[config.mk]
export PLATFORM = sky130hd
export DESIGN_NAME = pet_fpga_top
export DESIGN_NICKNAME = d
export VERILOG_FILES = /design/src/rtl/pet_pkg.sv /design/src/rtl/spi_target.sv /design/src/rtl/pet_config_regs.sv /design/src/rtl/pet_addr_decode.sv /design/src/rtl/pet_main.sv /design/src/rtl/pet_fpga_top.sv
export SDC_FILE = /design/constraint.sdc
export NUM_CORES = 1
export LEC_CHECK = 0
export BUFFER_PORTS_ARGS = -buffer_cell sky130_fd_sc_hd__buf_2
export CORE_ASPECT_RATIO = 1.2
export CORE_MARGIN = 2
export CORE_UTILIZATION = 45
export CTS_BUF_LIST = sky130_fd_sc_hd__clkbuf_16
export DETAILED_ROUTE_END_ITERATION = 6
export GPL_TIMING_DRIVEN = 0
export HOLD_SLACK_MARGIN = 0.12
export PLACE_DENSITY = 0.65
export SYNTH_ARGS = -nofsm -noshare
export SYNTH_HDL_FRONTEND = slang
export SYNTH_HIERARCHICAL = 1
export SYNTH_SLANG_ARGS = --single-unit
[constraint.sdc]
create_clock -name clock_i -period 4.35 [get_ports clock_i]
set_clock_uncertainty 0.15 [all_clocks]
set_input_delay 0.435 -clock clock_i [delete_from_list [all_inputs] [get_ports clock_i]]
set_output_delay 0.435 -clock clock_i [all_outputs]
set_load 0.02 [all_outputs]
[src/rtl/pet_pkg.sv]
//~~~~~~~~~~~~~~~~~~~~
// Shared PET glue logic definitions
// SPI frame, config and bus control structs
// Register addresses and PET memory map
//~~~~~~~~~~~~~~~~~~~~
`default_nettype none

package pet_pkg;

    // One 16-bit SPI frame, first byte is the command
    typedef struct packed {
        logic       wr;         // 1 = write, 0 = read
        logic [6:0] addr;       // Register address
        logic [7:0] data;       // Write data (ignored on reads)
    } spi_frame_t;

    // Control register layout, cpu_be is bit 0
    typedef struct packed {
        logic status_led;       // Drives the status LED
        logic video_mirror;     // Fold video RAM into 1 KB
        logic rom_wp;           // Block writes to ROM region
        logic cpu_be;           // CPU bus enable
    } pet_cfg_t;

    localparam pet_cfg_t CFG_RESET = '{status_led: 1'b0, video_mirror: 1'b0,
                                       rom_wp: 1'b1, cpu_be: 1'b0};

    // Decoder outputs, all active high
    typedef struct packed {
        logic ram_oe;
        logic ram_we;
        logic io_oe;
        logic pia1_cs;
        logic pia2_cs;
        logic via_cs;
        logic ram_a16;
        logic ram_a15;
        logic ram_a11;
        logic ram_a10;
    } bus_ctl_t;

    // Register map
    localparam logic [6:0] REG_CTRL   = 7'd0;
    localparam logic [6:0] REG_STATUS = 7'd1;   // Read only straps

    // PET memory map
    localparam logic [15:0] RAM_BASE   = 16'h0000;
    localparam logic [15:0] RAM_END    = 16'h7FFF;
    localparam logic [15:0] VIDEO_BASE = 16'h8000;
    localparam logic [15:0] VIDEO_END  = 16'h8FFF;
    localparam logic [15:0] IO_BASE    = 16'hE800;
    localparam logic [15:0] IO_END     = 16'hEFFF;
    localparam logic [15:0] PIA1_BASE  = 16'hE810;
    localparam logic [15:0] PIA2_BASE  = 16'hE820;
    localparam logic [15:0] VIA_BASE   = 16'hE840;
    localparam int unsigned IO_WIN_BITS = 4;      // 16-byte chip windows

endpackage

`default_nettype wire

[src/rtl/spi_target.sv]
//~~~~~~~~~~~~~~~~~~~~
// SPI mode 0 target
// Pin synchronizer, 16-bit frame capture, read-back shifter
//~~~~~~~~~~~~~~~~~~~~
`timescale 1ns/1ps
`default_nettype none

module spi_target import pet_pkg::*; #(
    parameter int unsigned SPI_SYNC_STAGES = 2      // 2 or 3
) (
    input  logic       clock_i,
    input  logic       rst_n_i,
    input  logic       spi_cs_ni,   // Chip select, active low
    input  logic       spi_sck_i,
    input  logic       spi_sd_i,    // MCU -> FPGA
    input  logic [7:0] rd_data_i,   // Register addressed by the command byte
    output logic       spi_sd_o,    // FPGA -> MCU
    output spi_frame_t frame_o,
    output logic       frame_valid_o
);
    localparam logic [2:0] PIN_IDLE = 3'b100;     // CS high, SCK low, SDI low

    logic [SPI_SYNC_STAGES-1:0][2:0] sync_q;      // {cs_n, sck, sd} per stage
    logic       cs_n_s;
    logic       sck_s;
    logic       sd_s;
    logic       sck_q;                            // Previous synced SCK
    logic       sck_rise;
    logic       sck_fall;
    logic [3:0] bit_cnt_q;                        // Rising edges seen, wraps at 16
    logic [6:0] shift_q;                          // Last seven bits received
    logic [7:0] cmd_q;                            // Command byte of current frame
    logic [7:0] data_q;                           // Data byte of last full frame
    logic       valid_q;
    logic [7:0] tx_q;                             // Read-back shift register

    // Bring all three pins into the clock_i domain together
    always_ff @(posedge clock_i or negedge rst_n_i) begin
        if (!rst_n_i) begin
            sync_q <= {SPI_SYNC_STAGES{PIN_IDLE}};
            sck_q  <= 1'b0;
        end else begin
            sync_q <= {sync_q[SPI_SYNC_STAGES-2:0], {spi_cs_ni, spi_sck_i, spi_sd_i}};
            sck_q  <= sck_s;
        end
    end

    assign {cs_n_s, sck_s, sd_s} = sync_q[SPI_SYNC_STAGES-1];

    // Edges only count while selected
    assign sck_rise = sck_s & ~sck_q & ~cs_n_s;
    assign sck_fall = ~sck_s & sck_q & ~cs_n_s;

    // Bit counter and frame strobe
    always_ff @(posedge clock_i or negedge rst_n_i) begin
        if (!rst_n_i) begin
            bit_cnt_q <= '0;
            cmd_q     <= '0;
            valid_q   <= 1'b0;
        end else begin
            valid_q <= 1'b0;                      // Single clock pulse
            if (cs_n_s) begin
                bit_cnt_q <= '0;                  // Deselect drops a partial frame
            end else if (sck_rise) begin
                bit_cnt_q <= bit_cnt_q + 4'd1;
                if (bit_cnt_q == 4'd7) begin
                    cmd_q <= {shift_q, sd_s};     // Address now steers rd_data_i
                end
                if (bit_cnt_q == 4'd15) begin
                    valid_q <= 1'b1;
                end
            end
        end
    end

    // Incoming data, MSB first
    always_ff @(posedge clock_i) begin
        if (sck_rise) begin
            shift_q <= {shift_q[5:0], sd_s};
            if (bit_cnt_q == 4'd15) begin
                data_q <= {shift_q, sd_s};        // Same edge as valid_q
            end
        end
    end

    // Read-back is loaded on the falling edge after bit 8
    // and shifted on each later falling edge, so the MCU samples on the rise
    always_ff @(posedge clock_i or negedge rst_n_i) begin
        if (!rst_n_i) begin
            tx_q <= '0;
        end else if (cs_n_s) begin
            tx_q <= '0;                           // SDO idles low
        end else if (sck_fall) begin
            if (bit_cnt_q == 4'd8) begin
                tx_q <= rd_data_i;
            end else begin
                tx_q <= {tx_q[6:0], 1'b0};
            end
        end
    end

    assign spi_sd_o      = tx_q[7];
    assign frame_o       = spi_frame_t'({cmd_q, data_q});
    assign frame_valid_o = valid_q;
endmodule

`default_nettype wire

[src/rtl/pet_config_regs.sv]
//~~~~~~~~~~~~~~~~~~~~
// Configuration registers
// Control register write and read-back mux
//~~~~~~~~~~~~~~~~~~~~
`timescale 1ns/1ps
`default_nettype none

module pet_config_regs import pet_pkg::*; (
    input  logic       clock_i,
    input  logic       rst_n_i,
    input  spi_frame_t frame_i,
    input  logic       frame_valid_i,
    input  logic       config_crt_i,    // 0 = 12", 1 = 9"
    input  logic       config_kbd_i,    // 0 = Business, 1 = Graphics
    output pet_cfg_t   cfg_o,
    output logic [7:0] rd_data_o
);
    localparam int unsigned CFG_BITS = $bits(pet_cfg_t);

    pet_cfg_t ctrl_q;
    logic     ctrl_wr;

    // Only REG_CTRL is writable
    assign ctrl_wr = frame_valid_i && frame_i.wr && (frame_i.addr == REG_CTRL);

    always_ff @(posedge clock_i or negedge rst_n_i) begin
        if (!rst_n_i) begin
            ctrl_q <= CFG_RESET;                  // Bus off, ROM protected
        end else if (ctrl_wr) begin
            ctrl_q <= pet_cfg_t'(frame_i.data[CFG_BITS-1:0]);
        end
    end

    // Read mux follows the command byte held by the target
    always_comb begin
        case (frame_i.addr)
            REG_CTRL: begin
                rd_data_o = {{(8 - CFG_BITS){1'b0}}, ctrl_q};
            end
            REG_STATUS: begin
                rd_data_o = {6'b0, config_kbd_i, config_crt_i};  // Board straps
            end
            default: begin
                rd_data_o = 8'h00;                // Unmapped reads as zero
            end
        endcase
    end

    assign cfg_o = ctrl_q;
endmodule

`default_nettype wire

[src/rtl/pet_addr_decode.sv]
//~~~~~~~~~~~~~~~~~~~~
// PET address decoder
// RAM strobes, RAM upper address bits and IO chip selects
// All outputs registered
//~~~~~~~~~~~~~~~~~~~~
`timescale 1ns/1ps
`default_nettype none

module pet_addr_decode import pet_pkg::*; (
    input  logic        clock_i,
    input  logic        rst_n_i,
    input  logic [15:0] cpu_addr_i,
    input  logic        cpu_rwb_i,      // 1 = read
    input  pet_cfg_t    cfg_i,
    output bus_ctl_t    bus_o
);
    logic     in_low;                     // RAM or video, below 0x9000
    logic     in_video;
    logic     in_io;
    logic     fold;                       // Video mirror active for this access
    bus_ctl_t bus_d;
    bus_ctl_t bus_q;

    assign in_low   = cpu_addr_i <= VIDEO_END;
    assign in_video = (cpu_addr_i >= VIDEO_BASE) && (cpu_addr_i <= VIDEO_END);
    assign in_io    = (cpu_addr_i >= IO_BASE) && (cpu_addr_i <= IO_END);
    assign fold     = in_video && cfg_i.video_mirror;

    always_comb begin
        bus_d = '0;                           // Nothing selected by default
        if (cfg_i.cpu_be) begin
            if (in_low) begin
                bus_d.ram_oe  = cpu_rwb_i;
                bus_d.ram_we  = !cpu_rwb_i;
                bus_d.ram_a16 = 1'b0;         // Lower 64K bank
                bus_d.ram_a15 = cpu_addr_i[15];
                bus_d.ram_a11 = fold ? 1'b0 : cpu_addr_i[11];
                bus_d.ram_a10 = fold ? 1'b0 : cpu_addr_i[10];
            end else if (in_io) begin
                bus_d.io_oe   = 1'b1;
                // Exact 16-byte windows, gaps select no chip
                bus_d.pia1_cs = cpu_addr_i[15:IO_WIN_BITS] == PIA1_BASE[15:IO_WIN_BITS];
                bus_d.pia2_cs = cpu_addr_i[15:IO_WIN_BITS] == PIA2_BASE[15:IO_WIN_BITS];
                bus_d.via_cs  = cpu_addr_i[15:IO_WIN_BITS] == VIA_BASE[15:IO_WIN_BITS];
            end else begin
                // ROM images live in the upper 64K bank
                bus_d.ram_oe  = cpu_rwb_i;
                bus_d.ram_we  = !cpu_rwb_i && !cfg_i.rom_wp;
                bus_d.ram_a16 = 1'b1;
                bus_d.ram_a15 = cpu_addr_i[15];
                bus_d.ram_a11 = cpu_addr_i[11];
                bus_d.ram_a10 = cpu_addr_i[10];
            end
        end
    end

    // One clock from address to pins
    always_ff @(posedge clock_i or negedge rst_n_i) begin
        if (!rst_n_i) begin
            bus_q <= '0;
        end else begin
            bus_q <= bus_d;
        end
    end

    assign bus_o = bus_q;
endmodule

`default_nettype wire

[src/rtl/pet_main.sv]
//~~~~~~~~~~~~~~~~~~~~
// PET glue core
// SPI target, config registers and address decoder
//~~~~~~~~~~~~~~~~~~~~
`timescale 1ns/1ps
`default_nettype none

module pet_main import pet_pkg::*; #(
    parameter int unsigned SPI_SYNC_STAGES = 2
) (
    input  logic        clock_i,
    input  logic        rst_n_i,
    input  logic [15:0] cpu_addr_i,
    input  logic        cpu_rwb_i,
    input  logic        spi1_cs_ni,
    input  logic        spi1_sck_i,
    input  logic        spi1_sd_i,
    input  logic        config_crt_i,
    input  logic        config_kbd_i,
    output bus_ctl_t    bus_o,
    output logic        cpu_be_o,
    output logic        status_o,       // LED on when high
    output logic        spi1_sd_o
);
    spi_frame_t frame;
    logic       frame_valid;
    logic [7:0] rd_data;
    pet_cfg_t   cfg;

    spi_target #(
        .SPI_SYNC_STAGES(SPI_SYNC_STAGES)
    ) spi (
        .clock_i(clock_i),
        .rst_n_i(rst_n_i),
        .spi_cs_ni(spi1_cs_ni),
        .spi_sck_i(spi1_sck_i),
        .spi_sd_i(spi1_sd_i),
        .rd_data_i(rd_data),
        .spi_sd_o(spi1_sd_o),
        .frame_o(frame),
        .frame_valid_o(frame_valid)
    );

    pet_config_regs regs (
        .clock_i(clock_i),
        .rst_n_i(rst_n_i),
        .frame_i(frame),
        .frame_valid_i(frame_valid),
        .config_crt_i(config_crt_i),
        .config_kbd_i(config_kbd_i),
        .cfg_o(cfg),
        .rd_data_o(rd_data)
    );

    pet_addr_decode decode (
        .clock_i(clock_i),
        .rst_n_i(rst_n_i),
        .cpu_addr_i(cpu_addr_i),
        .cpu_rwb_i(cpu_rwb_i),
        .cfg_i(cfg),
        .bus_o(bus_o)
    );

    assign cpu_be_o = cfg.cpu_be;
    assign status_o = cfg.status_led;
endmodule

`default_nettype wire

[src/rtl/pet_fpga_top.sv]
//~~~~~~~~~~~~~~~~~~~~
// Board pin wrapper
// Active low pins converted to active high core signals
//~~~~~~~~~~~~~~~~~~~~
`timescale 1ns/1ps
`default_nettype none

module pet_fpga_top import pet_pkg::*; #(
    parameter int unsigned SPI_SYNC_STAGES = 2
) (
    // FPGA
    input  logic        clock_i,        // System clock
    input  logic        rst_n_i,
    output logic        status_no,      // Status LED, 0 = on

    // CPU
    input  logic [15:0] cpu_addr_i,
    input  logic        cpu_rwb_i,      // 1 = read
    output logic        cpu_be_o,

    // RAM
    output logic        ram_addr_a16_o,
    output logic        ram_addr_a15_o,
    output logic        ram_addr_a11_o,
    output logic        ram_addr_a10_o,
    output logic        ram_oe_n_o,
    output logic        ram_we_n_o,

    // IO
    output logic        io_oe_n_o,
    output logic        pia1_cs_n_o,
    output logic        pia2_cs_n_o,
    output logic        via_cs_n_o,

    // SPI1 from the MCU
    input  logic        spi1_cs_ni,
    input  logic        spi1_sck_i,
    input  logic        spi1_sd_i,
    output logic        spi1_sd_o,

    // Board straps
    input  logic        config_crt_i,
    input  logic        config_kbd_i
);
    bus_ctl_t bus;
    logic     status;

    pet_main #(
        .SPI_SYNC_STAGES(SPI_SYNC_STAGES)
    ) main (
        .clock_i(clock_i),
        .rst_n_i(rst_n_i),
        .cpu_addr_i(cpu_addr_i),
        .cpu_rwb_i(cpu_rwb_i),
        .spi1_cs_ni(spi1_cs_ni),
        .spi1_sck_i(spi1_sck_i),
        .spi1_sd_i(spi1_sd_i),
        .config_crt_i(config_crt_i),
        .config_kbd_i(config_kbd_i),
        .bus_o(bus),
        .cpu_be_o(cpu_be_o),
        .status_o(status),
        .spi1_sd_o(spi1_sd_o)
    );

    // Strobes and selects are active low on the board
    assign ram_oe_n_o     = !bus.ram_oe;
    assign ram_we_n_o     = !bus.ram_we;
    assign io_oe_n_o      = !bus.io_oe;
    assign pia1_cs_n_o    = !bus.pia1_cs;
    assign pia2_cs_n_o    = !bus.pia2_cs;
    assign via_cs_n_o     = !bus.via_cs;
    assign status_no      = !status;

    assign ram_addr_a16_o = bus.ram_a16;   // Address bits keep their polarity
    assign ram_addr_a15_o = bus.ram_a15;
    assign ram_addr_a11_o = bus.ram_a11;
    assign ram_addr_a10_o = bus.ram_a10;
endmodule

`default_nettype wire

-- Yosys cells after proc, flatten, opt, wreduce, memory -nomap -nowiden
Index checks and enable logic that the tools add are counted.
- add/sub/neg operators: 1
- muxes and demuxes: 18
- equal/unequal tests: 7
- divide/modulo/power cells: 0
- $lt $le $gt $ge: 4
- bitwise operators: 7
- multiply operators: 0
- shifts and indexed selects: 0
- reduce and logical (&&, ||, !) cells: 20
- operators by type and width (cell ; count):
    $eq A12 B12 Y1 const B ; 3
    $ge A16 B16 Y1 const B ; 2
    $le A16 B16 Y1 const B ; 2
    $mux W4 ; 6
    $mux W8 ; 3
    $mux W10 ; 1
    $logic_not A1 Y1 ; 9
    $eq A4 B4 Y1 const B ; 2
    $pmux W4 S2 ; 1
    $eq A7 B1 Y1 const B ; 1
    $logic_not A7 Y1 ; 1
    $logic_and A1 B1 Y1 ; 6
    $mux W1 ; 5
    $add A4 B1 Y4 const B ; 1
    $and A1 B1 Y1 ; 4
    $eq A4 B3 Y1 const B ; 1
    $mux W2 ; 2
    $reduce_bool A2 Y1 ; 2
    $not A1 Y1 ; 3
    $reduce_and A3 Y1 ; 1
    $reduce_and A2 Y1 ; 1
- RAM bits: 0
- word-level logic and storage cells: 80
- register bits after elaboration: 53
- bits in latches: 0
- memories: 0
- output and inout port bits: 13
- ROM bits: 0
- bits of input ports: 24

-- Longest topological paths before layout
- depth after elaboration: 6
- mapped depth: 6
- depth with buffers taken out: 5

-- Cells and area by module
Netlist, hierarchy kept.
- modules (own cells, without submodules) (module ; seq. area each (sq um) ; times used ; cells each ; area each (sq um)):
    spi_target ; 1153.6 ; 1 ; 96 ; 1589.0
    pet_addr_decode ; 250.2 ; 1 ; 36 ; 402.9
    pet_config_regs ; 101.3 ; 1 ; 24 ; 267.8
    pet_fpga_top ; 0.0 ; 1 ; 7 ; 26.3

-- Worst setup path before layout
No wires, ideal clock.
- kind: reg-to-reg
- start: register main.spi.sck_q
- end: register main.spi.data_q[0], enable pin
- arrival: 1.441 ns
- setup slack: 2.428 ns
- setup time: 0.331 ns
- required time: 3.869 ns
- cell stages (with the launch flop): 5
- path through: dfrtp_1 -> nand2b_1 -> buf_6 -> nor2_1 -> and4_1
- word-level cells in the longest chain between the ends: 4
- RTL lines (item ; line ; source):
    from (decl) ; spi_target.sv:27 ; logic sck_q;
    from (signal assigned) ; spi_target.sv:44 ; sck_q <= sck_s;
    $not A1 Y1 ; spi_target.sv:51 ; assign sck_rise = sck_s & ~sck_q & ~cs_n_s;
    $and A1 B1 Y1 (2 in a row) ; spi_target.sv:51 ;
    named net main.spi.sck_rise ; spi_target.sv:28 ; logic sck_rise;
    $reduce_and A2 Y1 (no line) ; - ;
    to (signal assigned) ; spi_target.sv:81 ; data_q <= {shift_q, sd_s};
    to (decl) ; spi_target.sv:33 ; logic [7:0] data_q;
The timed path passes the listed nets, and every way through them passes these cells.
A chain may end at the register's enable or synchronous reset.

-- Final worst setup path
Ends and elaborated chain as after synthesis.

==> impl_metrics.toml <==
[global_routing]
grt_max_degree = 43
overflow = 0
grt_pass1_vias = 1339
antenna_found_initial = 0
grt_first_pass_wirelength_um = 6170
gr-usage-all-layers_pct = 15.5

[route]
drt_pass1_iterations = 4
vias = 1324
vias_per_cell = 5.03
post-route-drc-count = 0
drtIter0Drc = 92
avgRoutedWirePerCell_um = 13.9
drtAntennaViolNets = 0
wl_um = 3670

[clock_tree]
cts_tree = "yes"
clk_pin_slew_ps = 70
htree_num_levels = 2
clk-insertion-delay-late_ps = 290
clock_path_buffers = 2
cts_num_sinks = 53
cts_buffers = 5
root_buffer = "clkbuf_16"

[die]
die_h_um = 80.0
core-area_um2 = 4630
die_area_um2 = 5390
rows = 27
ios = 37
die_w_um = 67.3
start_util_pct = 46.8

[job]
cap_violations = 0

[power_and_ir_drop]
p_sw_share_pct = 21.0
p_clk_share_pct = 40.7
peakVddDrop_uv = 193
power_density_nw_per_um2 = 364
intPower_mw = 0.743
p_sw_mw = 0.198
power_leakage_nw = 1.22
seqPwrFrac_pct = 55.0
pwr-share-comb_pct = 4.3

[placement]
place_ws_ps = 2270
hpwl_um = 2590
placed_cells = 252
portBuffers = 32
gp_congestion = 0.700

[critical_path]
crit_required_ps = 4180
critPathCaptureType = "flip-flop"
critical-path-top-delay-family = "simple AND/OR/NAND/NOR gates"
cp_slowest_cell = "nor2_1"
cpPeakStageDelay_ps = 520
crit_type = "reg2reg"
cp-start-kind = "flip-flop"
cp_max_fo = 9
path_cells = "nand2b_1 -> buf_6 -> nor2_1 -> and4_1"
crit_arrival_ps = 1890
cp_num_buf_inv = 1

[sta]
rsz0062_at_grt = "no"
setup_viol_count_final = 0
tightest_slew_ps = 930
fmax_mhz = 484
relSlewSlack_pct = 38.0
setup_slack_ps = 2280
post-route-period-util_pct = 47.5
whs_ps = 127
drv_slew = 0
hold_viol_final = 0
min_period_ps = 2070
setup_tns_ps = 0

[run_status]
status = "completed"

[layout]
nets = 230
syn_to_final_growth_pct = 19.5
stdcell_count = 263
drive_gt1_share_pct = 33.7
diodes = 0
num-fill-cells = 387

[yosys]
synthCells = 159
netlist_area_um2 = 2170
avgSynthCellArea_um2 = 13.6
ys_warn_count = 6

[hold_path]
hold_class = "in2async"
-- sequential cells by signal, indices dropped and copies added (netlist names) --
| register | flops |
|---|---|
| main/spi/data_q | 4 |
| main/spi/tx_q | 8 |
| main/spi/sck_s | 1 |
| main/spi/bit_cnt_q | 4 |
| main/spi/sd_s | 1 |
| main/spi/sck_q | 1 |
| main/spi/shift_q | 7 |
| main/spi/frame_valid_o | 1 |
| main/spi/sync_q | 3 |
| main/decode/bus_o | 10 |
| main/regs/cfg_o | 4 |
| main/spi/cs_n_s | 1 |
| main/spi/cmd_q | 8 |
-- metrics by stage --
| step | power (mW) | area (µm²) | utilization (%) |
|---|---|---|---|
| floorplan | 0.543 | 2180 | - |
| global placement | 0.563 | 2410 | 52.1 |
| detailed placement | 0.566 | 2410 | 52.1 |
| CTS | 0.952 | 2590 | 55.9 |
| global route | 0.980 | 2590 | 55.9 |
| finish | 0.941 | 2590 | 55.9 |
-- final timing paths --
path,startpoint,endpoint,slack [ps],cells after the start
setup / recovery,main/spi/sck_q,main/spi/data_q[0],2280,4
hold / removal,rst_n_i,main/decode/bus_o[7],130,1
setup reg to reg,main/spi/sck_q,main/spi/data_q[0],2280,4
hold reg to reg,main/spi/sync_q[0],main/spi/sd_s,200,0
max in group asynchronous,rst_n_i,main/spi/cmd_q[5],3330,1
min in group clock_i,cpu_addr_i[4],main/decode/bus_o[4],190,2
-- what timing repair did --
action	4_1_cts	5_1_grt
setup buffers	0	0
endpoints found under the hold margin	3	0
gates resized for setup	0	0
hold buffers	3	0
-- cell type report --
cell class / count / area [µm²] / share of cell area (%)
multi-input cells: 89 / 693 / 26.8
clock buffers: 5 / 125 / 4.84
well taps: 58 / 72.6 / 2.80
flip-flops and latches: 53 / 1390 / 53.5
clock inverters: 3 / 22.5 / 0.870
repair buffers: 35 / 190 / 7.35
inverters: 12 / 45.0 / 1.74
plain buffers: 8 / 53.8 / 2.08
-- routing by layer --
metal | GRT usage (%) | vias up | part of all wire, %
li1 | - | 631 | -
met1 | 17.8 | 650 | 42
met2 | 27.6 | 39 | 51
met3 | 3.81 | 4 | 5.4
met4 | 4.90 | 0 | 1.1
met5 | 0 | - | 0
-- power by group through the flow --
stage | clock network (mW) | logic [mW] | registers [mW]
after CTS | 0.394 | 0.0411 | 0.517
after floorplan | 0 | 0.0173 | 0.526
after global placement | 0 | 0.0368 | 0.526
final | 0.384 | 0.0405 | 0.517
after global routing | 0.416 | 0.0459 | 0.518
after detailed placement | 0 | 0.0389 | 0.527
-- cell usage in the layout, fill, tap and decap left out, types with 2 or more instances in the layout --
| cell | n |
|---|---|
| nor3_1 | 3 |
| and3_1 | 3 |
| mux2i_1 | 10 |
| mux2_2 | 12 |
| edfxtp_1 | 11 |
| and3_2 | 2 |
| nand3_1 | 2 |
| clkbuf_1 | 2 |
| ha_1 | 2 |
| clkbuf_16 | 5 |
| conb_1 | 4 |
| dfstp_2 | 3 |
| dlygate4sd3_1 | 3 |
| buf_2 | 33 |
| dfrtp_1 | 39 |
| nand3b_1 | 2 |
| a21oi_1 | 2 |
| buf_4 | 4 |
| clkinvlp_4 | 3 |
| and4_1 | 2 |
| nand2b_1 | 2 |
| nor2_1 | 11 |
| and2_1 | 4 |
| or3_1 | 2 |
| nand2_1 | 5 |
| o2bb2ai_1 | 7 |
| inv_1 | 12 |
| nor4_4 | 2 |
(Power assumes the default switching activity.)
